[src/mcu_pkg.sv]
/*
  Shared widths, address map and register offsets of the MCU bus side.
  Register blocks decode only the low 12 address bits of their 4 KiB window.
*/
`default_nettype none

package mcu_pkg;

  typedef logic [31:0] addr_t;
  typedef logic [31:0] data_t;
  typedef logic [3:0]  be_t;
  typedef logic [31:0] gpio_t;
  typedef logic [31:0] irq_vec_t;
  typedef logic [14:0] fast_irq_t;

  // responding target, remembered by the decoder for one cycle
  typedef enum logic [2:0] {
    TGT_RAM,
    TGT_SOC_CTRL,
    TGT_GPIO,
    TGT_INTR,
    TGT_NONE
  } target_e;

  // address map
  localparam addr_t RAM_START      = 32'h0000_0000;
  localparam addr_t SOC_CTRL_START = 32'h2000_0000;
  localparam addr_t GPIO_START     = 32'h2000_1000;
  localparam addr_t INTR_START     = 32'h2000_2000;
  localparam addr_t PERIPH_SIZE    = 32'h0000_1000;

  // soc_ctrl registers
  localparam logic [11:0] EXIT_VALID_OFS = 12'h000;
  localparam logic [11:0] EXIT_VALUE_OFS = 12'h004;
  localparam logic [11:0] BOOT_SEL_OFS   = 12'h008;

  // gpio_ctrl registers
  localparam logic [11:0] GPIO_IN_OFS          = 12'h000;
  localparam logic [11:0] GPIO_OUT_OFS         = 12'h004;
  localparam logic [11:0] GPIO_EN_OFS          = 12'h008;
  localparam logic [11:0] GPIO_INTR_EN_OFS     = 12'h00C;
  localparam logic [11:0] GPIO_INTR_STATUS_OFS = 12'h010;

  // fast_intr_ctrl registers
  localparam logic [11:0] FAST_PENDING_OFS = 12'h000;
  localparam logic [11:0] FAST_ENABLE_OFS  = 12'h004;

  // interrupt layout
  localparam int GPIO_INTR_NUM = 8;
  localparam int FAST_GPIO_LSB = 6;
  localparam int FAST_EXT_LINE = 14;
  localparam int IRQ_EXT_BIT   = 11;
  localparam int IRQ_FAST_LSB  = 16;

endpackage

`default_nettype wire
[src/obi_if.sv]
/*
  Request/response link between the decoder and one target.
  The target answers every request with a single rvalid pulse one cycle later.
*/
`timescale 1ns/1ps
`default_nettype none

interface obi_if;

  logic            req;
  logic            we;
  mcu_pkg::be_t    be;
  mcu_pkg::addr_t  addr;
  mcu_pkg::data_t  wdata;
  logic            rvalid;
  mcu_pkg::data_t  rdata;

  modport mgr (
    output req, we, be, addr, wdata,
    input  rvalid, rdata
  );

  modport sub (
    input  req, we, be, addr, wdata,
    output rvalid, rdata
  );

endinterface

`default_nettype wire

[src/system_bus.sv]
/*
  Single master, four targets. Grant is combinational and always given.
  Unmapped addresses get a zero response from the decoder one cycle later.
*/
`timescale 1ns/1ps
`default_nettype none

module system_bus #(
  parameter int RAM_WORDS = 256
) (
  input  logic           clk_i,
  input  logic           rst_i,
  input  logic           bus_req_i,
  input  logic           bus_we_i,
  input  mcu_pkg::be_t   bus_be_i,
  input  mcu_pkg::addr_t bus_addr_i,
  input  mcu_pkg::data_t bus_wdata_i,
  output logic           bus_gnt_o,
  output logic           bus_rvalid_o,
  output mcu_pkg::data_t bus_rdata_o,
  obi_if.mgr             ram_o,
  obi_if.mgr             soc_o,
  obi_if.mgr             gpio_o,
  obi_if.mgr             intr_o
);

  localparam mcu_pkg::addr_t RAM_BYTES = mcu_pkg::addr_t'(RAM_WORDS * 4);

  mcu_pkg::target_e sel;
  mcu_pkg::target_e tgt_q;
  logic             nomap_q;

  function automatic logic in_window(input mcu_pkg::addr_t addr,
                                     input mcu_pkg::addr_t base,
                                     input mcu_pkg::addr_t size);
    return (addr - base) < size;
  endfunction

  always_comb begin
    if (in_window(bus_addr_i, mcu_pkg::RAM_START, RAM_BYTES)) begin
      sel = mcu_pkg::TGT_RAM;
    end else if (in_window(bus_addr_i, mcu_pkg::SOC_CTRL_START, mcu_pkg::PERIPH_SIZE)) begin
      sel = mcu_pkg::TGT_SOC_CTRL;
    end else if (in_window(bus_addr_i, mcu_pkg::GPIO_START, mcu_pkg::PERIPH_SIZE)) begin
      sel = mcu_pkg::TGT_GPIO;
    end else if (in_window(bus_addr_i, mcu_pkg::INTR_START, mcu_pkg::PERIPH_SIZE)) begin
      sel = mcu_pkg::TGT_INTR;
    end else begin
      sel = mcu_pkg::TGT_NONE;
    end
  end

  assign bus_gnt_o = bus_req_i;

  // only the decoded target sees req, the rest is broadcast
  assign ram_o.req   = bus_req_i && (sel == mcu_pkg::TGT_RAM);
  assign ram_o.we    = bus_we_i;
  assign ram_o.be    = bus_be_i;
  assign ram_o.addr  = bus_addr_i;
  assign ram_o.wdata = bus_wdata_i;

  assign soc_o.req   = bus_req_i && (sel == mcu_pkg::TGT_SOC_CTRL);
  assign soc_o.we    = bus_we_i;
  assign soc_o.be    = bus_be_i;
  assign soc_o.addr  = bus_addr_i;
  assign soc_o.wdata = bus_wdata_i;

  assign gpio_o.req   = bus_req_i && (sel == mcu_pkg::TGT_GPIO);
  assign gpio_o.we    = bus_we_i;
  assign gpio_o.be    = bus_be_i;
  assign gpio_o.addr  = bus_addr_i;
  assign gpio_o.wdata = bus_wdata_i;

  assign intr_o.req   = bus_req_i && (sel == mcu_pkg::TGT_INTR);
  assign intr_o.we    = bus_we_i;
  assign intr_o.be    = bus_be_i;
  assign intr_o.addr  = bus_addr_i;
  assign intr_o.wdata = bus_wdata_i;

  always_ff @(posedge clk_i) begin
    if (rst_i) begin
      tgt_q   <= mcu_pkg::TGT_NONE;
      nomap_q <= 1'b0;
    end else begin
      tgt_q   <= bus_req_i ? sel : mcu_pkg::TGT_NONE;
      nomap_q <= bus_req_i && (sel == mcu_pkg::TGT_NONE);
    end
  end

  // response of the target addressed one cycle ago
  always_comb begin
    case (tgt_q)
      mcu_pkg::TGT_RAM: begin
        bus_rvalid_o = ram_o.rvalid;
        bus_rdata_o  = ram_o.rdata;
      end
      mcu_pkg::TGT_SOC_CTRL: begin
        bus_rvalid_o = soc_o.rvalid;
        bus_rdata_o  = soc_o.rdata;
      end
      mcu_pkg::TGT_GPIO: begin
        bus_rvalid_o = gpio_o.rvalid;
        bus_rdata_o  = gpio_o.rdata;
      end
      mcu_pkg::TGT_INTR: begin
        bus_rvalid_o = intr_o.rvalid;
        bus_rdata_o  = intr_o.rdata;
      end
      default: begin
        bus_rvalid_o = nomap_q;
        bus_rdata_o  = '0;
      end
    endcase
  end

endmodule

`default_nettype wire

[src/flat_wrapper.sv]
// flat-port wrapper written by rule: the top's interface ports become plain ports
module system_bus_flat 
#(
  parameter int RAM_WORDS = 256
)
  (clk_i, rst_i, bus_req_i, bus_we_i, bus_be_i, bus_addr_i, bus_wdata_i, bus_gnt_o, bus_rvalid_o, bus_rdata_o, ram_o_req, ram_o_we, ram_o_be, ram_o_addr, ram_o_wdata, ram_o_rvalid, ram_o_rdata, soc_o_req, soc_o_we, soc_o_be, soc_o_addr, soc_o_wdata, soc_o_rvalid, soc_o_rdata, gpio_o_req, gpio_o_we, gpio_o_be, gpio_o_addr, gpio_o_wdata, gpio_o_rvalid, gpio_o_rdata, intr_o_req, intr_o_we, intr_o_be, intr_o_addr, intr_o_wdata, intr_o_rvalid, intr_o_rdata);
  obi_if ram_o_i ();
  obi_if soc_o_i ();
  obi_if gpio_o_i ();
  obi_if intr_o_i ();
  input  logic clk_i;
  input  logic rst_i;
  input  logic bus_req_i;
  input  logic bus_we_i;
  input  mcu_pkg::be_t bus_be_i;
  input  mcu_pkg::addr_t bus_addr_i;
  input  mcu_pkg::data_t bus_wdata_i;
  output logic bus_gnt_o;
  output logic bus_rvalid_o;
  output mcu_pkg::data_t bus_rdata_o;
  output wire logic [$bits(ram_o_i.req)-1:0] ram_o_req;
  output wire logic [$bits(ram_o_i.we)-1:0] ram_o_we;
  output wire logic [$bits(ram_o_i.be)-1:0] ram_o_be;
  output wire logic [$bits(ram_o_i.addr)-1:0] ram_o_addr;
  output wire logic [$bits(ram_o_i.wdata)-1:0] ram_o_wdata;
  input wire logic [$bits(ram_o_i.rvalid)-1:0] ram_o_rvalid;
  input wire logic [$bits(ram_o_i.rdata)-1:0] ram_o_rdata;
  output wire logic [$bits(soc_o_i.req)-1:0] soc_o_req;
  output wire logic [$bits(soc_o_i.we)-1:0] soc_o_we;
  output wire logic [$bits(soc_o_i.be)-1:0] soc_o_be;
  output wire logic [$bits(soc_o_i.addr)-1:0] soc_o_addr;
  output wire logic [$bits(soc_o_i.wdata)-1:0] soc_o_wdata;
  input wire logic [$bits(soc_o_i.rvalid)-1:0] soc_o_rvalid;
  input wire logic [$bits(soc_o_i.rdata)-1:0] soc_o_rdata;
  output wire logic [$bits(gpio_o_i.req)-1:0] gpio_o_req;
  output wire logic [$bits(gpio_o_i.we)-1:0] gpio_o_we;
  output wire logic [$bits(gpio_o_i.be)-1:0] gpio_o_be;
  output wire logic [$bits(gpio_o_i.addr)-1:0] gpio_o_addr;
  output wire logic [$bits(gpio_o_i.wdata)-1:0] gpio_o_wdata;
  input wire logic [$bits(gpio_o_i.rvalid)-1:0] gpio_o_rvalid;
  input wire logic [$bits(gpio_o_i.rdata)-1:0] gpio_o_rdata;
  output wire logic [$bits(intr_o_i.req)-1:0] intr_o_req;
  output wire logic [$bits(intr_o_i.we)-1:0] intr_o_we;
  output wire logic [$bits(intr_o_i.be)-1:0] intr_o_be;
  output wire logic [$bits(intr_o_i.addr)-1:0] intr_o_addr;
  output wire logic [$bits(intr_o_i.wdata)-1:0] intr_o_wdata;
  input wire logic [$bits(intr_o_i.rvalid)-1:0] intr_o_rvalid;
  input wire logic [$bits(intr_o_i.rdata)-1:0] intr_o_rdata;
  assign ram_o_req = ram_o_i.req;
  assign ram_o_we = ram_o_i.we;
  assign ram_o_be = ram_o_i.be;
  assign ram_o_addr = ram_o_i.addr;
  assign ram_o_wdata = ram_o_i.wdata;
  assign ram_o_i.rvalid = ram_o_rvalid;
  assign ram_o_i.rdata = ram_o_rdata;
  assign soc_o_req = soc_o_i.req;
  assign soc_o_we = soc_o_i.we;
  assign soc_o_be = soc_o_i.be;
  assign soc_o_addr = soc_o_i.addr;
  assign soc_o_wdata = soc_o_i.wdata;
  assign soc_o_i.rvalid = soc_o_rvalid;
  assign soc_o_i.rdata = soc_o_rdata;
  assign gpio_o_req = gpio_o_i.req;
  assign gpio_o_we = gpio_o_i.we;
  assign gpio_o_be = gpio_o_i.be;
  assign gpio_o_addr = gpio_o_i.addr;
  assign gpio_o_wdata = gpio_o_i.wdata;
  assign gpio_o_i.rvalid = gpio_o_rvalid;
  assign gpio_o_i.rdata = gpio_o_rdata;
  assign intr_o_req = intr_o_i.req;
  assign intr_o_we = intr_o_i.we;
  assign intr_o_be = intr_o_i.be;
  assign intr_o_addr = intr_o_i.addr;
  assign intr_o_wdata = intr_o_i.wdata;
  assign intr_o_i.rvalid = intr_o_rvalid;
  assign intr_o_i.rdata = intr_o_rdata;
  system_bus #(.RAM_WORDS(RAM_WORDS)) u_core (.clk_i(clk_i), .rst_i(rst_i), .bus_req_i(bus_req_i), .bus_we_i(bus_we_i), .bus_be_i(bus_be_i), .bus_addr_i(bus_addr_i), .bus_wdata_i(bus_wdata_i), .bus_gnt_o(bus_gnt_o), .bus_rvalid_o(bus_rvalid_o), .bus_rdata_o(bus_rdata_o), .ram_o(ram_o_i), .soc_o(soc_o_i), .gpio_o(gpio_o_i), .intr_o(intr_o_i));
endmodule
[config.mk]
export PLATFORM = sky130hd
export DESIGN_NAME = system_bus_flat
export DESIGN_NICKNAME = d
export VERILOG_FILES = /design/src/mcu_pkg.sv /design/src/obi_if.sv /design/src/system_bus.sv /design/src/flat_wrapper.sv
export SDC_FILE = /design/constraint.sdc
export NUM_CORES = 1
export LEC_CHECK = 0
export BUFFER_PORTS_ARGS = -buffer_cell sky130_fd_sc_hd__buf_2
export CORE_AREA = 4 4 199 201
export CTS_BUF_LIST = sky130_fd_sc_hd__clkbuf_16
export DETAILED_ROUTE_END_ITERATION = 8
export DIE_AREA = 0 0 203 205
export GPL_ROUTABILITY_DRIVEN = 0
export HOLD_SLACK_MARGIN = 0.08
export MAX_ROUTING_LAYER = met4
export SYNTH_ARGS = -nofsm -noshare
export SYNTH_HDL_FRONTEND = slang
export SYNTH_SLANG_ARGS = --single-unit
[constraint.sdc]
create_clock -name clk_i -period 2.85 [get_ports clk_i]
set_input_delay 0.57 -clock clk_i [delete_from_list [all_inputs] [get_ports clk_i]]
set_output_delay 0.57 -clock clk_i [all_outputs]
set_load 0.03 [all_outputs]
* Word level (Yosys, flattened, before mapping) *
Cells that the tools add are included.

storage, ports and cells
  output and inout bits = 314
  bits in registers = 4
  word-level logic and storage cells = 31
  input port bits = 204

cells by class
  order comparisons = 4
  bitwise operators = 1
  equal/unequal tests = 7
  $add $sub $neg = 3
  muxes and demuxes = 6
  reductions and logical operators = 8

operators by type and width
  kind                      count
  $pmux W32 S4              1
  $lt A32 B13 Y1 const B    3
  $sub A32 B30 Y32 const B  3
  $lt A32 B11 Y1 const B    1
  $eq A3 B2 Y1 const B      4
  $mux W3                   4
  $eq A3 B1 Y1 const B      2
  $logic_not A3 Y1          2
  $logic_and A1 B1 Y1       5
  $pmux W1 S4               1
  $eq A3 B3 Y1 const B      1
  $reduce_or A2 Y1          1
  $not A1 Y1                1

* Logic depth before layout (Yosys ltp) *
  depth in word-level cells = 8
  depth in mapped cells = 8
  gate-level depth less buffers = 8

* Least setup slack after synthesis *
Ideal clock, no wire load.

  path type = input to output
  from = input bus_addr_i[20]
  to = output gpio_o_req
  buffers on the path = 0
  cell stages on the path = 6
  slack = -376 ps
  arrival time = 2656 ps
  required time = 2280 ps
  cells stage by stage = or4_2 -> nor4_2 -> mux2i_1 -> o2111ai_1 -> nor4_1 -> and3_1

on the way
  word-level cells in the longest chain between the ends = 8
  elaborated cells on any way between the ends = 13
  classes of those cells = add/sub: 3; order compare: 4; eq/ne: 1; mux: 4; reduce/logical: 1

RTL lines
  what                   line                text
  start: declaration     flat_wrapper.sv:16  input mcu_pkg::addr_t bus_addr_i;
  $sub A32 B30 Y32       system_bus.sv:36    return (addr - base) < size;
  $lt A32 B13 Y1         system_bus.sv:36
  $mux W3                system_bus.sv:46    end else if (in_window(bus_addr_i, mcu_pkg::INTR_START, mcu_pkg::PERIPH_SIZE)) begin
  $mux W3                system_bus.sv:44    end else if (in_window(bus_addr_i, mcu_pkg::GPIO_START, mcu_pkg::PERIPH_SIZE)) begin
  $mux W3                system_bus.sv:42    end else if (in_window(bus_addr_i, mcu_pkg::SOC_CTRL_START, mcu_pkg::PERIPH_SIZE)) begin
  $mux W3 *              system_bus.sv:40    if (in_window(bus_addr_i, mcu_pkg::RAM_START, RAM_BYTES)) begin
  $eq A3 B2 Y1 *         system_bus.sv:68    assign gpio_o.req = bus_req_i && (sel == mcu_pkg::TGT_GPIO);
  $logic_and A1 B1 Y1 *  system_bus.sv:68
  end: declaration       flat_wrapper.sv:35  output wire logic [$bits(gpio_o_i.req)-1:0] gpio_o_req;

Every way passes the cells marked *; elsewhere a longest branch is shown, timed or not.

* Worst setup path after layout *
  from = input bus_addr_i[13]
  to = output gpio_o_req

The elaborated chain is that of the path after synthesis.

==> flow_metrics.env <==
export IMPL_status="finished, violations left"
export IMPL_violations="setup timing"
export IMPL_avgSynthCellArea_um2=7.14
export IMPL_core_area_mm2=0.0376
export IMPL_synth_warnings=0
export IMPL_area_growth_pct=21.6
export IMPL_grt_pass1_wl_um=20600
export IMPL_syn_inst=505
export IMPL_fmax_ghz=0.302
export IMPL_synth_seq_cells=4
export IMPL_cts_max_path_buffers=2
export IMPL_critPathArrivalTime_ps=2740
export IMPL_setup_slack_ps=-462
export IMPL_endpoint="gpio_o_req"
export IMPL_postLayoutCellArea_mm2=0.00438
export IMPL_rows=71
export IMPL_hold_viol=0
export IMPL_setup_violations=4
export IMPL_fp_dieW_um=203
export IMPL_netlist_area_leader_share_pct=57.7
export IMPL_initial_core_util_pct=9.59
export IMPL_grt_max_degree=33
export IMPL_p_per_area_mw_per_mm2=189
export IMPL_synth_edf_count=0
export IMPL_critPathSlowestCell="nor4_4"
export IMPL_worst_setup_path_start_kind="input port"
export IMPL_cpPeakStageDelay_ps=310
export IMPL_cts_htree_levels=1
export IMPL_wirelength_um=15300
export IMPL_grt_overflow_total=0
export IMPL_nFillCells=4379
export IMPL_post_drt_via_cell_ratio=3.31
export IMPL_leakage_uw=0.00214
export IMPL_max_cap_violations=0
export IMPL_wl_per_cell_um=14.2
export IMPL_cts_buffers=3
export IMPL_rsz0062_at_grt="true"
export IMPL_critPathMaxFanout=3
export IMPL_synth_nets=713
export IMPL_report_final_slew_viol_count=0
export IMPL_final_common_cell="buf_2"
export IMPL_portBuffers=282
export IMPL_required_ps=2280
export IMPL_critPathLaunch="bus_addr_i[13]"
export IMPL_antennaDiodeCount=0
export IMPL_min_path_type="input port to register"
export IMPL_ys_top_cells_by_area="buf_4 (58%), a22oi_1 (13%), nand2_1 (4.3%)"
export IMPL_min_period_ps=3310
export IMPL_hpwl_um=13300
export IMPL_max_vdd_ir_drop_uv=142
export IMPL_yosysTopAreaCell="buf_4"
export IMPL_final_core_util_pct=11.7
export IMPL_critPathCaptureType="output pin"
export IMPL_period_share_pct=116
export IMPL_drive_above_1_share_pct=69.2
export IMPL_antenna_found_initial=3
export IMPL_die_y_um=205
export IMPL_holdWs_ps=725
export IMPL_vias=3582
export IMPL_grt_pass1_vias=3432
export IMPL_ant_nets=0
export IMPL_cts_tree="done"
export IMPL_placed_cell_area_mm2=0.00406
export IMPL_fin_nets=781
export IMPL_maxSlewHeadroom_pct=73.2
export IMPL_crit_path_cell_trace="buf_8 -> clkinvlp_4 -> buf_6 -> ha_4 -> a21bo_4 -> nor4_4 -> mux2i_1 -> o2111ai_2 -> nor4_4 -> buf_4 -> and3_4 -> buf_6"
export IMPL_dieArea_mm2=0.0416
export IMPL_syn_area_mm2=0.00360
export IMPL_dr_pass1_iters=4
export IMPL_synth_cell_type_count=47
export IMPL_clock_sinks=4
export IMPL_layout_common_cells="buf_2 (274), buf_4 (71), a22oi_1 (64), nand2_1 (41)"
export IMPL_yosysSeqAreaShare_pct=2.22
export IMPL_finalSetupTns_ps=-1230
export IMPL_clk_pin_slew_ps=30
export IMPL_detail_route_iter0_violations=252
export IMPL_crit_type="input port to output pin"
export IMPL_async_flop_share_pct=0
export IMPL_cts_hold_buf=0
export IMPL_worstSetupPathDepth=12
export IMPL_cts_root_buf="clkbuf_16"
export IMPL_cp_top_family="simple AND/OR/NAND/NOR gates"
export IMPL_num_io_pins=518
export IMPL_ys_flop_type="dfxtp_1"
export IMPL_worst_pin_slew_ps=402
export IMPL_drc=0
export IMPL_grt_usage_pct=6.42
export IMPL_crit_buf_inv=5
-- cell type report --
class                      count  area (µm²)  share of cell area [%]
clock buffer                   3        75.1                    1.71
multi-input combinational    203        1540                    35.2
sequential                     4        80.1                    1.83
timing repair buffer         355        2020                    46.1
tap                          511         639                    14.6
inverter                       6        26.3                   0.599
-- stage by stage --
stage,instances,total power (µW),setup WS [ps]
detailed placement,1069,588,-711
global route,1082,877,-613
CTS,1082,830,-522
finish,1082,829,-462
global placement,1069,584,-730
floorplan,505,885,-144
-- worst min path at each step --
stage | startpoint | to | slack [ps] | cells past startpoint
after floorplan | rst_i | u_core.tgt_q[1]$_SDFF_PP0_ | 640 | 1
after global placement | rst_i | u_core.tgt_q[1]$_SDFF_PP0_ | 950 | 3
after detailed placement | rst_i | u_core.nomap_q$_SDFF_PP0_ | 960 | 3
after CTS | rst_i | u_core.tgt_q[1]$_SDFF_PP0_ | 730 | 3
after global routing | rst_i | u_core.tgt_q[1]$_SDFF_PP0_ | 740 | 3
final | rst_i | u_core.tgt_q[1]$_SDFF_PP0_ | 720 | 3
-- state kept, by name, indices dropped and copies added (netlist names) --
register        count
u_core.tgt_q        3
u_core.nomap_q      1
-- report_power, final --
| part | total (µW) | internal (µW) | leakage (µW) | switching (µW) |
|---|---|---|---|---|
| clock network | 214 | 179 | 0.0000370 | 35.5 |
| logic | 556 | 220 | 0.00208 | 335 |
| registers | 59.0 | 57.8 | 0.0000327 | 1.19 |
-- routing by layer --
metal / routed length, µm / vias up / GRT usage (%) / part of all wire, %
li1: - / 1610 / - / -
met1: 5650 / 1610 / 7.16 / 37
met2: 7250 / 353 / 10.3 / 47
met3: 2350 / 9 / 3.77 / 15
met4: 79 / 0 / 0.679 / 0.52
met5: 0 / - / - / 0
-- synthesized netlist by cell type (2+ instances only) --
cell and number:
and2_1 2, nand3_1 5, dfxtp_1 4, mux2i_1 2, nor4_1 7, o21ai_0 3
a211oi_1 4, xnor2_1 6, or4_1 6, inv_1 6, and3_1 3, nor3_1 4
ha_1 4, xor2_1 2, nor2_1 12, o211ai_1 2, nand2_1 41, a22oi_1 64
clkbuf_1 15, nor3b_1 3, or3b_2 2, buf_4 277, or3_1 2, nand4_1 6
-- logic make-up (layout without fill, tap and decap cells) --
group                    Yosys count  in the layout  share of synthesized area, %
buffers and inverters            298            364                          59.9
AND/OR/NAND/NOR                  102            102                          15.3
AO/OA/AOI/OAI                     85             85                          17.8
XOR/XNOR                           8              8                          1.94
adder cells (fa/ha/maj)            4              4                          1.39
multiplexers                       4              4                          1.49
flip-flops                         4              4                          2.22
-- timing repair --
item / 4_1_cts / 5_1_grt
gates resized for setup: 27 / 15
pin swaps: 15 / 12
cloned: 0 / 0
buffers inserted: 10 / 1
endpoints found under the setup margin: 6 / 8
Note: power is estimated with default switching activity, not from simulation.
